`src/common/dbg_consts.svh`:
```
`ifndef DBG_CONSTS_SVH
`define DBG_CONSTS_SVH

////////////////////
// Debug bus layout
////////////////////

// Byte address width on the host side
`define DBG_ADDR_W	8
// Debug data word, fixed at 32
`define DBG_DATA_W	32
// Byte offset bits, dropped at the top level
`define DBG_LSB		2
// Word address bit that selects commands and CPU registers
`define CTL_SEL_BIT	5
// CPU register number width
`define CPU_REG_W	5

////////////////////
// Command word bits
////////////////////

// Strobe byte 0
`define RESET_BIT	6
// Strobe byte 1
`define STEP_BIT	8
`define HALT_BIT	10
`define CLEAR_CACHE_BIT	11

// Cycles of CPU reset after bus reset is released
`define RESET_DURATION	10

`endif
```
`src/common/cpu_ctl_pkg.sv`:
```
`include "dbg_consts.svh"

package cpu_ctl_pkg;

	////////////////////
	// Command and status words
	////////////////////

	// Command view of a debug write word
	// Only four bits carry meaning
	typedef struct packed
	{
		logic [`DBG_DATA_W-`CLEAR_CACHE_BIT-2:0]	rsvd_hi;
		logic						clear_cache;
		logic						halt;
		logic [`HALT_BIT-`STEP_BIT-2:0]			rsvd_mid;
		logic						step;
		logic [`STEP_BIT-`RESET_BIT-2:0]		rsvd_lo;
		logic						reset;
		logic [`RESET_BIT-1:0]				rsvd_reg;
	} ctl_cmd_t;

	// Same write word, decoded by the select bit
	typedef union packed
	{
		logic [`DBG_DATA_W-1:0]	raw;
		ctl_cmd_t		cmd;
	} dbg_wdata_u;

	// Status word returned on a read with select clear
	typedef struct packed
	{
		logic [14:0]	rsvd_hi;
		logic		interrupt;
		logic		brk;
		logic [2:0]	cc;
		logic		rsvd_11;
		logic		halt;
		logic		not_stalled;
		logic		rsvd_8;
		logic		irq_pend;
		logic		reset;
		logic [5:0]	rsvd_lo;
	} ctl_status_t;

	// Register write toward the core
	typedef struct packed
	{
		logic [`CPU_REG_W-1:0]	regno;
		logic [`DBG_DATA_W-1:0]	data;
	} cpu_dbg_wr_t;

	// Core debug response
	typedef struct packed
	{
		logic		stall;
		logic		brk;
		logic [2:0]	cc;
	} cpu_dbg_rsp_t;

endpackage

```
`src/common/dbg_bus_pkg.sv`:
```
`include "dbg_consts.svh"

package dbg_bus_pkg;

	////////////////////
	// AXI-lite debug channels
	////////////////////

	// Word address after the byte offset is dropped
	// Select bit on top, register number below
	typedef struct packed
	{
		logic				sel;
		logic [`CPU_REG_W-1:0]		regno;
	} dbg_waddr_t;

	// W channel beat, data above strobes
	typedef struct packed
	{
		logic [`DBG_DATA_W-1:0]		data;
		logic [`DBG_DATA_W/8-1:0]	strb;
	} dbg_wbeat_t;

endpackage

```
`src/hw/zip_dbg_top.sv`:
```
`timescale 1ns/100ps
`include "dbg_consts.svh"

module zip_dbg_top #(
	parameter bit START_HALTED = 1'b0
) (
	input  logic				S_AXI_ACLK,
	input  logic				S_AXI_ARESETN,
	// Host side, byte addresses
	input  logic				i_awvalid,
	output logic				o_awready,
	input  logic [`DBG_ADDR_W-1:0]		i_awaddr,
	input  logic				i_wvalid,
	output logic				o_wready,
	input  dbg_bus_pkg::dbg_wbeat_t		i_wbeat,
	output logic				o_bvalid,
	input  logic				i_bready,
	output logic [1:0]			o_bresp,
	input  logic				i_arvalid,
	output logic				o_arready,
	input  logic [`DBG_ADDR_W-1:0]		i_araddr,
	output logic				o_rvalid,
	input  logic				i_rready,
	output logic [`DBG_DATA_W-1:0]		o_rdata,
	output logic [1:0]			o_rresp,
	// Core side
	input  logic				i_interrupt,
	input  cpu_ctl_pkg::cpu_dbg_rsp_t	i_dbg_rsp,
	input  logic [`DBG_DATA_W-1:0]		i_dbg_rdata,
	output logic				o_dbg_we,
	output cpu_ctl_pkg::cpu_dbg_wr_t	o_dbg_wr,
	output logic [`CPU_REG_W-1:0]		o_dbg_rreg,
	output logic				o_cpu_reset,
	output logic				o_cpu_halt,
	output logic				o_cpu_step,
	output logic				o_clear_cache
);
	import cpu_ctl_pkg::*;

	// Slave to controller
	ctl_status_t			status;
	dbg_wdata_u			cmd;
	logic				cmd_wr, reg_wr_taken;
	logic [`DBG_DATA_W/8-1:0]	cmd_strb;

	// Byte offset dropped on the way in
	dbg_axil_slave u_slave (
		.S_AXI_ACLK	(S_AXI_ACLK),
		.S_AXI_ARESETN	(S_AXI_ARESETN),
		.i_awvalid	(i_awvalid),
		.o_awready	(o_awready),
		.i_awaddr	(i_awaddr[`DBG_ADDR_W-1:`DBG_LSB]),
		.i_wvalid	(i_wvalid),
		.o_wready	(o_wready),
		.i_wbeat	(i_wbeat),
		.o_bvalid	(o_bvalid),
		.i_bready	(i_bready),
		.o_bresp	(o_bresp),
		.i_arvalid	(i_arvalid),
		.o_arready	(o_arready),
		.i_araddr	(i_araddr[`DBG_ADDR_W-1:`DBG_LSB]),
		.o_rvalid	(o_rvalid),
		.i_rready	(i_rready),
		.o_rdata	(o_rdata),
		.o_rresp	(o_rresp),
		.i_status	(status),
		.i_dbg_rsp	(i_dbg_rsp),
		.i_dbg_rdata	(i_dbg_rdata),
		.o_dbg_we	(o_dbg_we),
		.o_dbg_wr	(o_dbg_wr),
		.o_dbg_rreg	(o_dbg_rreg),
		.o_cmd_wr	(cmd_wr),
		.o_cmd		(cmd),
		.o_cmd_strb	(cmd_strb),
		.o_reg_wr_taken	(reg_wr_taken)
	);

	cpu_cmd_ctrl #(.START_HALTED(START_HALTED)) u_ctrl (
		.S_AXI_ACLK	(S_AXI_ACLK),
		.S_AXI_ARESETN	(S_AXI_ARESETN),
		.i_cmd_wr	(cmd_wr),
		.i_cmd		(cmd),
		.i_cmd_strb	(cmd_strb),
		.i_reg_wr_taken	(reg_wr_taken),
		.i_dbg_we	(o_dbg_we),
		.i_dbg_rsp	(i_dbg_rsp),
		.i_interrupt	(i_interrupt),
		.o_cpu_reset	(o_cpu_reset),
		.o_cpu_halt	(o_cpu_halt),
		.o_cpu_step	(o_cpu_step),
		.o_clear_cache	(o_clear_cache),
		.o_status	(status)
	);

endmodule

```
`src/dbg_port/cpu_cmd_ctrl.sv`:
```
`timescale 1ns/100ps
`include "dbg_consts.svh"

module cpu_cmd_ctrl #(
	parameter bit START_HALTED = 1'b0
) (
	input  logic				S_AXI_ACLK,
	input  logic				S_AXI_ARESETN,
	// From the slave
	input  logic				i_cmd_wr,
	input  cpu_ctl_pkg::dbg_wdata_u		i_cmd,
	input  logic [`DBG_DATA_W/8-1:0]	i_cmd_strb,
	input  logic				i_reg_wr_taken,
	input  logic				i_dbg_we,
	// From the core
	input  cpu_ctl_pkg::cpu_dbg_rsp_t	i_dbg_rsp,
	input  logic				i_interrupt,
	// Commands
	output logic				o_cpu_reset,
	output logic				o_cpu_halt,
	output logic				o_cpu_step,
	output logic				o_clear_cache,
	output cpu_ctl_pkg::ctl_status_t	o_status
);
	import cpu_ctl_pkg::*;

	ctl_cmd_t	cmd;
	// Command writes that touch each strobe byte
	logic		rst_wr, ctl_wr;
	logic [$clog2(`RESET_DURATION+1)-1:0]	reset_counter;
	logic		reset_hold;

	assign cmd    = i_cmd.cmd;
	assign rst_wr = i_cmd_wr && i_cmd_strb[`RESET_BIT/8];
	assign ctl_wr = i_cmd_wr && i_cmd_strb[`HALT_BIT/8];

	////////////////////
	// Power-up reset hold
	////////////////////

	always_ff @(posedge S_AXI_ACLK)
	begin
		if (!S_AXI_ARESETN)
			reset_counter <= `RESET_DURATION;
		else if (reset_counter > 0)
			reset_counter <= reset_counter - 1'b1;
	end

	always_ff @(posedge S_AXI_ACLK)
	begin
		if (!S_AXI_ARESETN)
			reset_hold <= 1'b1;
		else
			reset_hold <= (reset_counter > 1);
	end

	// Break resets the core unless it starts halted
	always_ff @(posedge S_AXI_ACLK)
	begin
		if (!S_AXI_ARESETN || reset_hold)
			o_cpu_reset <= 1'b1;
		else if (i_dbg_rsp.brk && !START_HALTED)
			o_cpu_reset <= 1'b1;
		else
			o_cpu_reset <= rst_wr && cmd.reset;
	end

	////////////////////
	// Halt, step, clear cache
	////////////////////

	always_ff @(posedge S_AXI_ACLK)
	begin
		if (!S_AXI_ARESETN)
			o_cpu_halt <= START_HALTED;
		else if (o_cpu_reset && START_HALTED)
			o_cpu_halt <= START_HALTED;
		else
		begin
			// Release only with the core port quiet
			if (!i_dbg_we && !i_dbg_rsp.stall && ctl_wr && (!cmd.halt || cmd.step))
				o_cpu_halt <= 1'b0;
			// Later lines win over the release
			if (i_dbg_rsp.brk && START_HALTED)
				o_cpu_halt <= 1'b1;
			if (ctl_wr && cmd.halt && !cmd.step)
				o_cpu_halt <= 1'b1;
			if (i_reg_wr_taken)
				o_cpu_halt <= 1'b1;
			// Back to halt once a step is done
			if (o_cpu_step || o_clear_cache)
				o_cpu_halt <= 1'b1;
			if (ctl_wr && cmd.clear_cache)
				o_cpu_halt <= 1'b1;
		end
	end

	always_ff @(posedge S_AXI_ACLK)
	begin
		if (!S_AXI_ARESETN || o_cpu_reset)
			o_clear_cache <= 1'b0;
		else if (ctl_wr && cmd.clear_cache && cmd.halt)
			o_clear_cache <= 1'b1;
		else if (o_cpu_halt && !i_dbg_rsp.stall)
			o_clear_cache <= 1'b0;
	end

	// Step lasts until the core accepts it
	always_ff @(posedge S_AXI_ACLK)
	begin
		if (!S_AXI_ARESETN)
			o_cpu_step <= 1'b0;
		else if (ctl_wr && cmd.step)
			o_cpu_step <= 1'b1;
		else if (!i_dbg_rsp.stall)
			o_cpu_step <= 1'b0;
	end

	// Status word, unused bits zero
	always_comb
	begin
		o_status             = '0;
		o_status.interrupt   = i_interrupt;
		o_status.brk         = i_dbg_rsp.brk;
		o_status.cc          = i_dbg_rsp.cc;
		o_status.halt        = o_cpu_halt;
		o_status.not_stalled = !i_dbg_rsp.stall;
		o_status.irq_pend    = i_interrupt;
		o_status.reset       = o_cpu_reset;
	end

endmodule

```
`src/dbg_port/dbg_axil_slave.sv`:
```
`timescale 1ns/100ps
`include "dbg_consts.svh"

module dbg_axil_slave (
	input  logic				S_AXI_ACLK,
	input  logic				S_AXI_ARESETN,
	// AW
	input  logic				i_awvalid,
	output logic				o_awready,
	input  dbg_bus_pkg::dbg_waddr_t		i_awaddr,
	// W
	input  logic				i_wvalid,
	output logic				o_wready,
	input  dbg_bus_pkg::dbg_wbeat_t		i_wbeat,
	// B
	output logic				o_bvalid,
	input  logic				i_bready,
	output logic [1:0]			o_bresp,
	// AR
	input  logic				i_arvalid,
	output logic				o_arready,
	input  dbg_bus_pkg::dbg_waddr_t		i_araddr,
	// R
	output logic				o_rvalid,
	input  logic				i_rready,
	output logic [`DBG_DATA_W-1:0]		o_rdata,
	output logic [1:0]			o_rresp,
	// Controller and core side
	input  cpu_ctl_pkg::ctl_status_t	i_status,
	input  cpu_ctl_pkg::cpu_dbg_rsp_t	i_dbg_rsp,
	input  logic [`DBG_DATA_W-1:0]		i_dbg_rdata,
	output logic				o_dbg_we,
	output cpu_ctl_pkg::cpu_dbg_wr_t	o_dbg_wr,
	output logic [`CPU_REG_W-1:0]		o_dbg_rreg,
	output logic				o_cmd_wr,
	output cpu_ctl_pkg::dbg_wdata_u		o_cmd,
	output logic [`DBG_DATA_W/8-1:0]	o_cmd_strb,
	output logic				o_reg_wr_taken
);
	import dbg_bus_pkg::*;

	// Skid buffer outputs
	logic		awskd_valid, wskd_valid, arskd_valid;
	dbg_waddr_t	awskd_addr, arskd_addr;
	dbg_wbeat_t	wskd_beat;

	logic		write_ready, read_ready;
	// Register read waiting on the core
	logic		read_pend;

	////////////////////
	// Write channels
	////////////////////

	dbg_skid_buffer #(.DW($bits(dbg_waddr_t))) u_awskd (
		.S_AXI_ACLK	(S_AXI_ACLK),
		.S_AXI_ARESETN	(S_AXI_ARESETN),
		.i_valid	(i_awvalid),
		.o_ready	(o_awready),
		.i_data		(i_awaddr),
		.o_valid	(awskd_valid),
		.i_ready	(write_ready),
		.o_data		(awskd_addr)
	);

	dbg_skid_buffer #(.DW($bits(dbg_wbeat_t))) u_wskd (
		.S_AXI_ACLK	(S_AXI_ACLK),
		.S_AXI_ARESETN	(S_AXI_ARESETN),
		.i_valid	(i_wvalid),
		.o_ready	(o_wready),
		.i_data		(i_wbeat),
		.o_valid	(wskd_valid),
		.i_ready	(write_ready),
		.o_data		(wskd_beat)
	);

	// Take a write once both halves are here and B is free
	// Register writes also wait for the core port to move
	assign write_ready = awskd_valid && wskd_valid
			&& ((wskd_beat.strb == '0) || awskd_addr.sel
				|| !i_dbg_rsp.stall || !o_dbg_we)
			&& (!o_bvalid || i_bready);

	// Core write port, held while the core stalls
	always_ff @(posedge S_AXI_ACLK)
	begin
		if (!S_AXI_ARESETN)
			o_dbg_we <= 1'b0;
		else if (!o_dbg_we || !i_dbg_rsp.stall)
			o_dbg_we <= write_ready && (|wskd_beat.strb) && !awskd_addr.sel;
	end

	always_ff @(posedge S_AXI_ACLK)
	begin
		if (!o_dbg_we || !i_dbg_rsp.stall)
		begin
			o_dbg_wr.regno <= awskd_addr.regno;
			o_dbg_wr.data  <= wskd_beat.data;
		end
	end

	// Commands go out as a single-cycle strobe
	assign o_cmd_wr       = write_ready && awskd_addr.sel;
	assign o_cmd.raw      = wskd_beat.data;
	assign o_cmd_strb     = wskd_beat.strb;
	assign o_reg_wr_taken = write_ready && !awskd_addr.sel && (|wskd_beat.strb);

	// B follows every taken write, zero strobe included
	always_ff @(posedge S_AXI_ACLK)
	begin
		if (!S_AXI_ARESETN)
			o_bvalid <= 1'b0;
		else if (write_ready)
			o_bvalid <= 1'b1;
		else if (i_bready)
			o_bvalid <= 1'b0;
	end

	assign o_bresp = 2'b00;

	////////////////////
	// Read channels
	////////////////////

	dbg_skid_buffer #(.DW($bits(dbg_waddr_t))) u_arskd (
		.S_AXI_ACLK	(S_AXI_ACLK),
		.S_AXI_ARESETN	(S_AXI_ARESETN),
		.i_valid	(i_arvalid),
		.o_ready	(o_arready),
		.i_data		(i_araddr),
		.o_valid	(arskd_valid),
		.i_ready	(read_ready),
		.o_data		(arskd_addr)
	);

	assign read_ready = arskd_valid && !read_pend && (!o_rvalid || i_rready);

	// Core sees the register number straight away
	assign o_dbg_rreg = arskd_addr.regno;

	always_ff @(posedge S_AXI_ACLK)
	begin
		if (!S_AXI_ARESETN)
			read_pend <= 1'b0;
		else
			read_pend <= read_ready && arskd_addr.sel;
	end

	// Status reads answer in one cycle, register reads in two
	always_ff @(posedge S_AXI_ACLK)
	begin
		if (!S_AXI_ARESETN)
			o_rvalid <= 1'b0;
		else if (!o_rvalid || i_rready)
			o_rvalid <= (read_ready && !arskd_addr.sel) || read_pend;
	end

	always_ff @(posedge S_AXI_ACLK)
	begin
		if (!o_rvalid || i_rready)
			o_rdata <= read_pend ? i_dbg_rdata : i_status;
	end

	assign o_rresp = 2'b00;

endmodule

```
`src/hw/dbg_skid_buffer.sv`:
```
`timescale 1ns/100ps

module dbg_skid_buffer #(
	parameter int DW = 8
) (
	input  logic		S_AXI_ACLK,
	input  logic		S_AXI_ARESETN,
	// Upstream
	input  logic		i_valid,
	output logic		o_ready,
	input  logic [DW-1:0]	i_data,
	// Downstream
	output logic		o_valid,
	input  logic		i_ready,
	output logic [DW-1:0]	o_data
);

	// Held word while downstream stalls
	logic		r_valid;
	logic [DW-1:0]	r_data;

	// Fill when a word comes in but cannot leave
	always_ff @(posedge S_AXI_ACLK)
	begin
		if (!S_AXI_ARESETN)
			r_valid <= 1'b0;
		else if (i_valid && o_ready && o_valid && !i_ready)
			r_valid <= 1'b1;
		else if (i_ready)
			r_valid <= 1'b0;
	end

	// Capture whatever passes while empty
	always_ff @(posedge S_AXI_ACLK)
	begin
		if (o_ready)
			r_data <= i_data;
	end

	// Upstream ready is a register
	assign o_ready = !r_valid;

	// Pass-through when empty
	assign o_valid = i_valid || r_valid;
	assign o_data  = r_valid ? r_data : i_data;

endmodule

```
`config.mk`:
```
export PLATFORM = sky130hd
export DESIGN_NAME = zip_dbg_top
export DESIGN_NICKNAME = d
export VERILOG_FILES = /design/src/common/cpu_ctl_pkg.sv /design/src/common/dbg_bus_pkg.sv /design/src/hw/zip_dbg_top.sv /design/src/dbg_port/cpu_cmd_ctrl.sv /design/src/dbg_port/dbg_axil_slave.sv /design/src/hw/dbg_skid_buffer.sv
export VERILOG_INCLUDE_DIRS = /design/src /design/src/common
export SDC_FILE = /design/constraint.sdc
export NUM_CORES = 1
export LEC_CHECK = 0
export BUFFER_PORTS_ARGS = -buffer_cell sky130_fd_sc_hd__clkbuf_2
export CAP_MARGIN = 20
export CORE_UTILIZATION = 45
export CTS_BUF_LIST = sky130_fd_sc_hd__clkbuf_8 sky130_fd_sc_hd__clkbuf_16
export DETAILED_ROUTE_END_ITERATION = 8
export PLACE_DENSITY = 0.76
export SLEW_MARGIN = 20
export SYNTH_ARGS = -nofsm -noshare
export SYNTH_HDL_FRONTEND = slang
export SYNTH_HIERARCHICAL = 1
export SYNTH_SLANG_ARGS = --single-unit
```
`constraint.sdc`:
```
create_clock -name S_AXI_ACLK -period 1.8 [get_ports S_AXI_ACLK]
set_clock_uncertainty 0.1 [all_clocks]
set_input_delay 0.18 -clock S_AXI_ACLK [delete_from_list [all_inputs] [get_ports S_AXI_ACLK]]
set_output_delay 0.18 -clock S_AXI_ACLK [all_outputs]
set_load 0.005 [all_outputs]
```
After elaboration in Yosys (flattened, before gate mapping)
Cells that the tools add are included.
Cells by class
  add/subtract/negate cells: 1
  $mul: 0
  div/mod/pow operators: 0
  order comparisons: 2
  equality and inequality tests: 1
  shifts and indexed selects: 0
  mux-type cells: 20
  bitwise gates (word level): 0
  reduce and logical (&&, ||, !) cells: 71
Operator list (count)
  2-to-1 mux 36 bit: 1
  logical AND 1 bit: 33
  2-to-1 mux 17 bit: 1
  2-to-1 mux 1 bit: 16
  logical NOT 1 bit: 15
  logical OR 1 bit: 14
  2-to-1 mux 6 bit: 2
  nonzero test 2 bit: 5
  greater-than comparator 4 x 1 -> 1 bit, second input constant: 2
  nonzero test 5 bit: 1
  logical NOT 4 bit: 1
  OR reduction 4 bit: 1
  subtractor 4 x 1 -> 4 bit, second input constant: 1
  != test 2 x 1 -> 1 bit, second input constant: 1
  OR reduction 2 bit: 1
Word-level totals
  bits in registers: 133
  bits in latches: 0
  bits in writable memories: 0
  bits in read-only memories: 0
  input port bits: 97
  output and inout port bits: 88
  word-level logic and storage cells: 115
  memories: 0

Longest topological paths before layout
Gate-level depths: netlist of run 1.
  depth in word-level cells: 16
  gate-level depth with buffers: 8
  gate-level depth less buffers: 7

Modules after synthesis
The synthesis of run 1 kept the hierarchy.
By module, submodules not included
  dbg_axil_slave: instances 1, cells each 135, area each 2855.2 µm², sequential area each 2152.1 µm²
  dbg_skid_buffer at u_slave.u_wskd: instances 1, cells each 80, area each 1275.0 µm², sequential area each 740.7 µm²
  cpu_cmd_ctrl: instances 1, cells each 79, area each 670.6 µm², sequential area each 180.2 µm²
  dbg_skid_buffer at u_slave.u_arskd ...: instances 2, cells each 17, area each 240.2 µm², sequential area each 140.1 µm²

Worst setup path after synthesis of run 1
No wires, ideal clock.
  path type: flip-flop to flip-flop
  from: register u_slave.o_dbg_we
  to: register u_ctrl.o_cpu_halt
  library setup time: 129 ps
  arrival: 1745 ps
  data required time: 1571 ps
  slack: -174 ps
  cell stages (with the launch flop): 5
  buffers on the path: 0
  period minus slack after synthesis: 1974 ps
  path through: dfxtp_1 nand2_1 and3_1 o31ai_1 nand3_1
Between the ends
  elaborated cells on any way between the ends: 19
  those cells by class: mux: 4; reduce/logical: 15
RTL lines
  start, declared: RTL line dbg_axil_slave.sv:32  | output logic o_dbg_we,
  start signal, assigned: RTL line dbg_axil_slave.sv:90  | o_dbg_we <= write_ready && (|wskd_beat.strb) && !awskd_addr.sel;
  logical NOT 1 bit (*): RTL line dbg_axil_slave.sv:81  | || !i_dbg_rsp.stall || !o_dbg_we)
  logical OR 1 bit (*): RTL line dbg_axil_slave.sv:81
  logical AND 1 bit (*): RTL line dbg_axil_slave.sv:80  | && ((wskd_beat.strb == '0) || awskd_addr.sel
  logical AND 1 bit (*): RTL line dbg_axil_slave.sv:82  | && (!o_bvalid || i_bready);
  logical AND 1 bit (*) (2 in a row): RTL line dbg_axil_slave.sv:106  | assign o_reg_wr_taken = write_ready && !awskd_addr.sel && (|wskd_beat.strb);
  net reg_wr_taken: RTL line zip_dbg_top.sv:43  | logic cmd_wr, reg_wr_taken;
  2-to-1 mux 1 bit: RTL line cpu_cmd_ctrl.sv:88  | if (i_reg_wr_taken)
  2-to-1 mux 1 bit: RTL line cpu_cmd_ctrl.sv:91  | if (o_cpu_step || o_clear_cache)
  2-to-1 mux 1 bit: RTL line cpu_cmd_ctrl.sv:93  | if (ctl_wr && cmd.clear_cache)
  end signal, assigned: RTL line cpu_cmd_ctrl.sv:89  | o_cpu_halt <= 1'b1;
  end signal, assigned: RTL line cpu_cmd_ctrl.sv:92  | o_cpu_halt <= 1'b1;
  end signal, assigned: RTL line cpu_cmd_ctrl.sv:94  | o_cpu_halt <= 1'b1;
  end, declared: RTL line cpu_cmd_ctrl.sv:20  | output logic o_cpu_halt,
Mark *: on every way through the listed nets, which the timed path passes. The rest lies on a longest branch.
A chain may end at the register's enable or synchronous reset.

Final worst setup path of run 1
  from: register u_slave.u_wskd.r_valid
  to: register u_ctrl.o_cpu_halt
Between the ends
  elaborated cells on any way between the ends: 27
  those cells by class: mux: 5; reduce/logical: 22
RTL lines
  start, declared: RTL line dbg_skid_buffer.sv:19  | logic r_valid;
  start signal, assigned: RTL line dbg_skid_buffer.sv:26  | r_valid <= 1'b0;
  start signal, assigned: RTL line dbg_skid_buffer.sv:28  | r_valid <= 1'b1;
  start signal, assigned: RTL line dbg_skid_buffer.sv:30  | r_valid <= 1'b0;
  2-to-1 mux 36 bit (*)
  net cmd_strb[1]: RTL line zip_dbg_top.sv:44  | logic [`DBG_DATA_W/8-1:0] cmd_strb;
  logical NOT 4 bit: RTL line dbg_axil_slave.sv:80
  logical OR 1 bit: RTL line dbg_axil_slave.sv:80
  logical OR 1 bit (2 in a row): RTL line dbg_axil_slave.sv:81
  logical AND 1 bit: RTL line dbg_axil_slave.sv:80
  logical AND 1 bit: RTL line dbg_axil_slave.sv:82
  logical AND 1 bit: RTL line dbg_axil_slave.sv:106
  logical AND 1 bit (*): RTL line dbg_axil_slave.sv:106
  net reg_wr_taken: RTL line zip_dbg_top.sv:43
  2-to-1 mux 1 bit: RTL line cpu_cmd_ctrl.sv:88
  2-to-1 mux 1 bit: RTL line cpu_cmd_ctrl.sv:91
  2-to-1 mux 1 bit: RTL line cpu_cmd_ctrl.sv:93
Marked as above.

==> impl_metrics.ini, run 1 <==
[run_status]
status = complete, but fails checks
violations = setup timing

[min_path]
hold_end = u_slave/u_arskd/r_valid
hold_start = i_arvalid
holdPathStages = 3
hp-class = in2reg

[timing]
drv_slew = 0
post-route-period-util_pct = 100.0
report.final.hold_viol_count = 0
setup_viol = 1
setup-tns-final_ns = -0.0005713
rsz0062_at_grt = true
period_minus_slack_ns = 1.801
setup_ws_ns = -0.0005713
max_clock_freq_mhz = 555.4

[synthesis]
syn_area_per_cell_sq_um = 16.10
ys_seq_area_share_pct = 63.49
ys_seq_elements = 133
ys.flop_type = edfxtp_1
ys_types = 40
synth_top_area_share_pct = 39.23
async_flop_share_pct = 0
synth-edff-count = 69
synth_area_leader_cell = edfxtp_1
syn_inst = 328
synth.most_common_cell = edfxtp_1
yosysWarningCount = 6
synth_area_leaders = edfxtp_1 39%, dfxtp_1 24%, mux2_4 14%
netlist_area_sq_mm = 0.005281
synthTopCellsByCount = 69 x edfxtp_1, 64 x dfxtp_1, 48 x mux2_4

[routing]
antenna_left = 0
firstDrtPassIters = 4
drtIter0Drc = 156
routed_wl_mm = 11.33
route.detailed.drc = 0
via_per_inst = 4.517
wl_per_cell_um = 15.03
vias = 3406

[global_route]
grtUsageTotal_pct = 19.00
grt_max_degree = 33
first_global_vias = 3520
grt_pass1_wl_mm = 16.67
gr-total-overflow = 0
antenna_found_initial = 0

[place]
place_congestion = 0.8101
port_buffers = 176
hpwl_mm = 7.152

[worst_setup_path]
reg2reg_setup_slack_ns = -0.0006
crit_path_start = u_slave/u_wskd/r_valid
crit_path_end_kind = register
crit_type = reg2reg
path_cells = mux2_4, nor4_4, nor2_1, and3_1, o31ai_1, nand3_1
required_ns = 1.99
cpPeakStageDelay_ns = 0.41
reg2reg_depth = 6
crit_family = simple AND/OR/NAND/NOR gates
arrival_ns = 1.99
cp_slowest_cell = dfxtp_4
rr_startpoint = u_slave/u_wskd/r_valid
critPathBufInv = 0
timing.rr.end = u_ctrl/o_cpu_halt
worst-path-max-fanout = 7
cp-start-kind = register

[power]
p_leak_nw = 3.448
finalPower_mw = 8.260
power_density_mw_per_mm2 = 1080
ir_drop_v = 0.001367

[floorplanning]
core-area_sq_mm = 0.01142
row_count = 39
dieHeight_um = 110.3
die_area_sq_mm = 0.01217
ios = 185
start_util_pct = 46.25
dieWidth_um = 110.3

[cts]
htree_num_levels = 4
clock_path_buffers = 2
clk_latency_ns = 0.41
cts_made_buffers = 17
root_buffer = clkbuf_16
clkTransAtPathRegs_ns = 0.06
clock_sinks = 133
cts_tree = done

[layout]
antenna_cells_inserted = 0
fin_nets = 698
areaGrowthSynthToFinish_pct = 44.82
drive_gt1_share_pct = 51.06

[flow_run]
drv_cap = 0
flip-flops by register name (all words and copies together), names as in the netlist:
register	cells
u_slave/o_dbg_we	1
u_slave/u_arskd/r_data	6
u_slave/u_arskd/r_valid	1
u_slave/u_awskd/r_valid	1
u_slave/o_bvalid	1
u_slave/o_rdata	32
u_slave/o_dbg_wr	37
u_slave/u_awskd/r_data	6
u_ctrl/o_cpu_halt	1
u_ctrl/reset_counter	4
u_ctrl/o_cpu_step	1
u_slave/u_wskd/r_data	36
u_ctrl/o_clear_cache	1
u_slave/o_rvalid	1
u_ctrl/o_cpu_reset	1
u_ctrl/reset_hold	1
u_slave/read_pend	1
u_slave/u_wskd/r_valid	1
how the worst max path moves through the flow:
| stage | end | cells after the start |
|---|---|---|
| global placement | u_ctrl/o_cpu_halt | 6 |
| detailed placement | u_ctrl/o_cpu_halt | 8 |
| finish | u_ctrl/o_cpu_halt | 6 |
| floorplan | u_ctrl/o_cpu_halt | 7 |
| CTS | u_ctrl/o_cpu_halt | 6 |
| global route | u_ctrl/o_cpu_halt | 6 |
cell usage in the layout, fill, tap and decap left out, drive strengths merged, types with 3 or more instances in the layout:
cell and instances:
clkbuf 193, edfxtp 69, inv 15, and2 3, nor3 3, nor2b 5, clkinvlp 3, conb 27
mux2 80, ha 3, buf 11, dlygate4sd3 85, bufinv 3, or2 3, nand3 4, nand2 5
dfxtp 64, nand2b 4, and3b 3, nor2 5
where the power goes:
group	internal [mW]	leakage (nW)	switching, mW
Sequential	3.55	1.26	0.123
Clock	2.19	0.294	1.32
Combinational	0.646	1.90	0.425
Total	6.39	3.45	1.87
area by class of cell:
cell class | count | area, sq um
fill | 814 | 3770
sequential | 133 | 3358
timing repair buffer | 272 | 1827
multi-input combinational | 166 | 1650
clock buffer | 17 | 425.4
clock inverter | 15 | 178.9
tap | 143 | 178.9
inverter | 8 | 30.03
logic make-up (layout without fill, tap and decap cells):
| logic type | after synthesis | after routing | synth area share (%) |
|---|---|---|---|
| buffers and inverters | 54 | 312 | 7.652 |
| adders and majority gates | 3 | 3 | 0.7108 |
| AOI/OAI and AO/OA | 11 | 11 | 1.540 |
| muxes | 82 | 82 | 20.85 |
| DFF | 133 | 133 | 63.49 |
| and+or+nand+nor | 42 | 42 | 5.449 |
| other | 2 | 27 | 0.1422 |
| xor gates and xnor gates | 1 | 1 | 0.1659 |
through the flow:
step	util, %	setup WS, ns	hold slack (ns)	cell area, sq um	std cells
2_1_floorplan	-	0.006252	0.1895	5386	353
3_3_place_gp	53.96	0.01839	0.3179	6161	636
3_5_place_dp	53.96	-0.03914	0.3221	6161	636
4_1_cts	66.66	0.009794	0.001987	7611	752
5_1_grt	66.98	-0.04931	0.03388	7649	754
6_report	66.98	-0.0005713	0.02549	7649	754
worst reg2reg max path: cells and delay by family (launching register included):
| family | cells | cell delay [ns] |
|---|---|---|
| AO/OA/AOI/OAI | 1 | 0.22 |
| AND/OR/NAND/NOR | 4 | 0.61 |
| flip-flops | 1 | 0.41 |
| multiplexers | 1 | 0.35 |
routing by layer:
layer	track usage, %	vias up	wire, um
met5	0	-	0
met4	10.34	0	310
met3	5.291	23	573
met2	35.14	120	6252
met1	19.15	1606	4195
li1	-	1657	-
what timing repair did:
| action | CTS | global route |
|---|---|---|
| pin swaps | 0 | 4 |
| hold buffers | 84 | 1 |
| setup endpoints to repair | 1 | 3 |
| resized for setup | 2 | 5 |
| endpoints found under the hold margin | 115 | 1 |
| buffers inserted | 0 | 1 |
No activity file was read; power rests on OpenSTA's default activity.
==> run 2: changes to the inputs <==
--- a/config.mk
+++ b/config.mk
@@ -8,6 +8,7 @@
 export LEC_CHECK = 0
 export BUFFER_PORTS_ARGS = -buffer_cell sky130_fd_sc_hd__clkbuf_2
 export CAP_MARGIN = 20
+export CORE_MARGIN = 1.5
 export CORE_UTILIZATION = 45
 export CTS_BUF_LIST = sky130_fd_sc_hd__clkbuf_8 sky130_fd_sc_hd__clkbuf_16
 export DETAILED_ROUTE_END_ITERATION = 8
==> impl_metrics.ini, run 2 (synthesis results as in run 1) <==
[layout]
drive_gt1_share_pct = 50.98
antenna_cells_inserted = 0
fin_nets = 699
top_regs = u_slave/o_dbg_wr x37, u_slave/u_wskd/r_data x36, u_slave/o_rdata x32
final_common_cell = clkbuf_2
final_cell_mix = 176 x clkbuf_2, 85 x dlygate4sd3_1, 69 x edfxtp_1
finalInstanceArea_sq_mm = 0.007651
final_util_pct = 67.01
fillCellCount = 823
areaGrowthSynthToFinish_pct = 44.87
max_flop_register = u_slave/o_dbg_wr
largest_register_ffs = 37

[global_route]
busiest_layer = met2
first_global_vias = 3658
met2_usage_pct = 34.23
gr-total-overflow = 0
grt_max_degree = 33
antenna_found_initial = 0
grtUsageTotal_pct = 19.21
met1_usage_pct = 20.75
grt_pass1_wl_mm = 18.13
use_met3_pct = 5.716

[worst_setup_path]
cp_slowest_cell = dfxtp_4
crit_type = reg2reg
cp-start-kind = register
cpMostUsedCell = nor3_2
crit_path_start = u_slave/u_wskd/r_valid
crit_path_end_kind = register
rr_startpoint = u_slave/u_wskd/r_valid
arrival_ns = 2.00
cpPeakStageDelay_ns = 0.40
worst-path-max-fanout = 7
required_ns = 2.00
path_cells = mux2_4, nor4_4, buf_4, nor3_2, nor3_2, and3b_1

[cts]
root_buffer = clkbuf_16
cts_made_buffers = 17
clk_latency_ns = 0.41
cts_tree = done
htree_num_levels = 4
clock_path_buffers = 2
clock_sinks = 133
clkTransAtPathRegs_ns = 0.06

[timing]
drv_slew = 0
report.final.hold_viol_count = 0
period_minus_slack_ns = 1.791
post-route-period-util_pct = 99.50
setup_viol = 0
max_clock_freq_mhz = 558.3
rsz0062_at_grt = true
setup_ws_ns = 0.008962
max_slew_margin_pct = 59.48
tightestPinTransition_ns = 0.6078

[min_path]
hp-class = in2reg
hold_start = i_awvalid

[floorplanning]
dieWidth_um = 111.3
row_count = 39
core-area_sq_mm = 0.01142
start_util_pct = 46.25
dieHeight_um = 111.3
die_area_sq_mm = 0.01240
ios = 185

[routing]
drtIter0Drc = 126
routed_wl_mm = 11.58
via_per_inst = 4.498
route.detailed.drc = 0
vias = 3396
antenna_left = 0
firstDrtPassIters = 4
wl_per_cell_um = 15.34

[power]
p_leak_nw = 3.457
ir_drop_v = 0.0007596
power_density_mw_per_mm2 = 1080

[flow_run]
drv_cap = 0

[run_status]
status = finished clean

[place]
place_area_sq_mm = 0.006156
place_congestion = 0.7427
hpwl_mm = 7.295
port_buffers = 176
place_ws_ns = 0.002701
[run 2: cell types whose count changed in the layout (fill, tap and decap cells not counted), moves of 2 or more]
cell	before	now
clkinvlp_4	3	1
inv_6	4	0
mux2_4	52	50
clkinv_4	2	5
buf_4	10	12
clkbuf_16	17	19
mux2_2	28	30
[run 2: area by class of cell]
cell class	instances	area, sq um	area share [%]
Sequential cell	133	3358	43.89
Timing Repair Buffer	273	1822	23.81
Multi-Input combinational cell	166	1645	21.50
Clock buffer	20	489.2	6.394
Tap cell	143	178.9	2.339
Clock inverter	12	127.6	1.668
Inverter	8	30.03	0.3925
[run 2: path summary, 6_finish.rpt]
kind | end | slack, ns | depth (start not counted)
max | u_slave/u_wskd/r_valid | 0.009 | 6
min | u_slave/u_awskd/r_valid | 0.03 | 3
max reg2reg | u_slave/u_wskd/r_valid | 0.009 | 6
min reg2reg | u_ctrl/o_cpu_reset | 0.34 | 2
[run 2: where the power goes]
| group | internal (mW) | switching [mW] |
|---|---|---|
| logic | 0.641 | 0.414 |
| registers | 3.56 | 0.140 |
| clock network | 2.23 | 1.28 |
| total | 6.43 | 1.83 |
[run 2: stage by stage]
step                TNS (ns)  hold WS, ns  total power [mW]  instances
floorplan                  0       0.1895             4.291        353
global placement           0       0.3174             4.595        637
detailed placement         0       0.3224             4.643        637
CTS                        0     0.009011             8.299        754
global route         -0.1065      0.03269             8.563        755
finish                     0      0.03185             8.260        755
[run 2: worst max-delay path, delay by kind of cell, from the launching register on]
kind	cells	cell delay, ns
flops	1	0.40
simple gates	4	0.70
buf+inv	1	0.17
mux	1	0.33
[run 2: what timing repair did]
item,4_1_cts,5_1_grt
endpoints found under the setup margin,1,3
pin swaps,0,0
gates resized for setup,1,4
buffers inserted,0,1
hold endpoints to repair,116,0
hold buffers,85,0
[run 2: metal layers]
metal,vias up,wire (um)
met5,-,0
met4,0,291
met3,21,537
met2,109,6276
met1,1612,4473
li1,1654,-
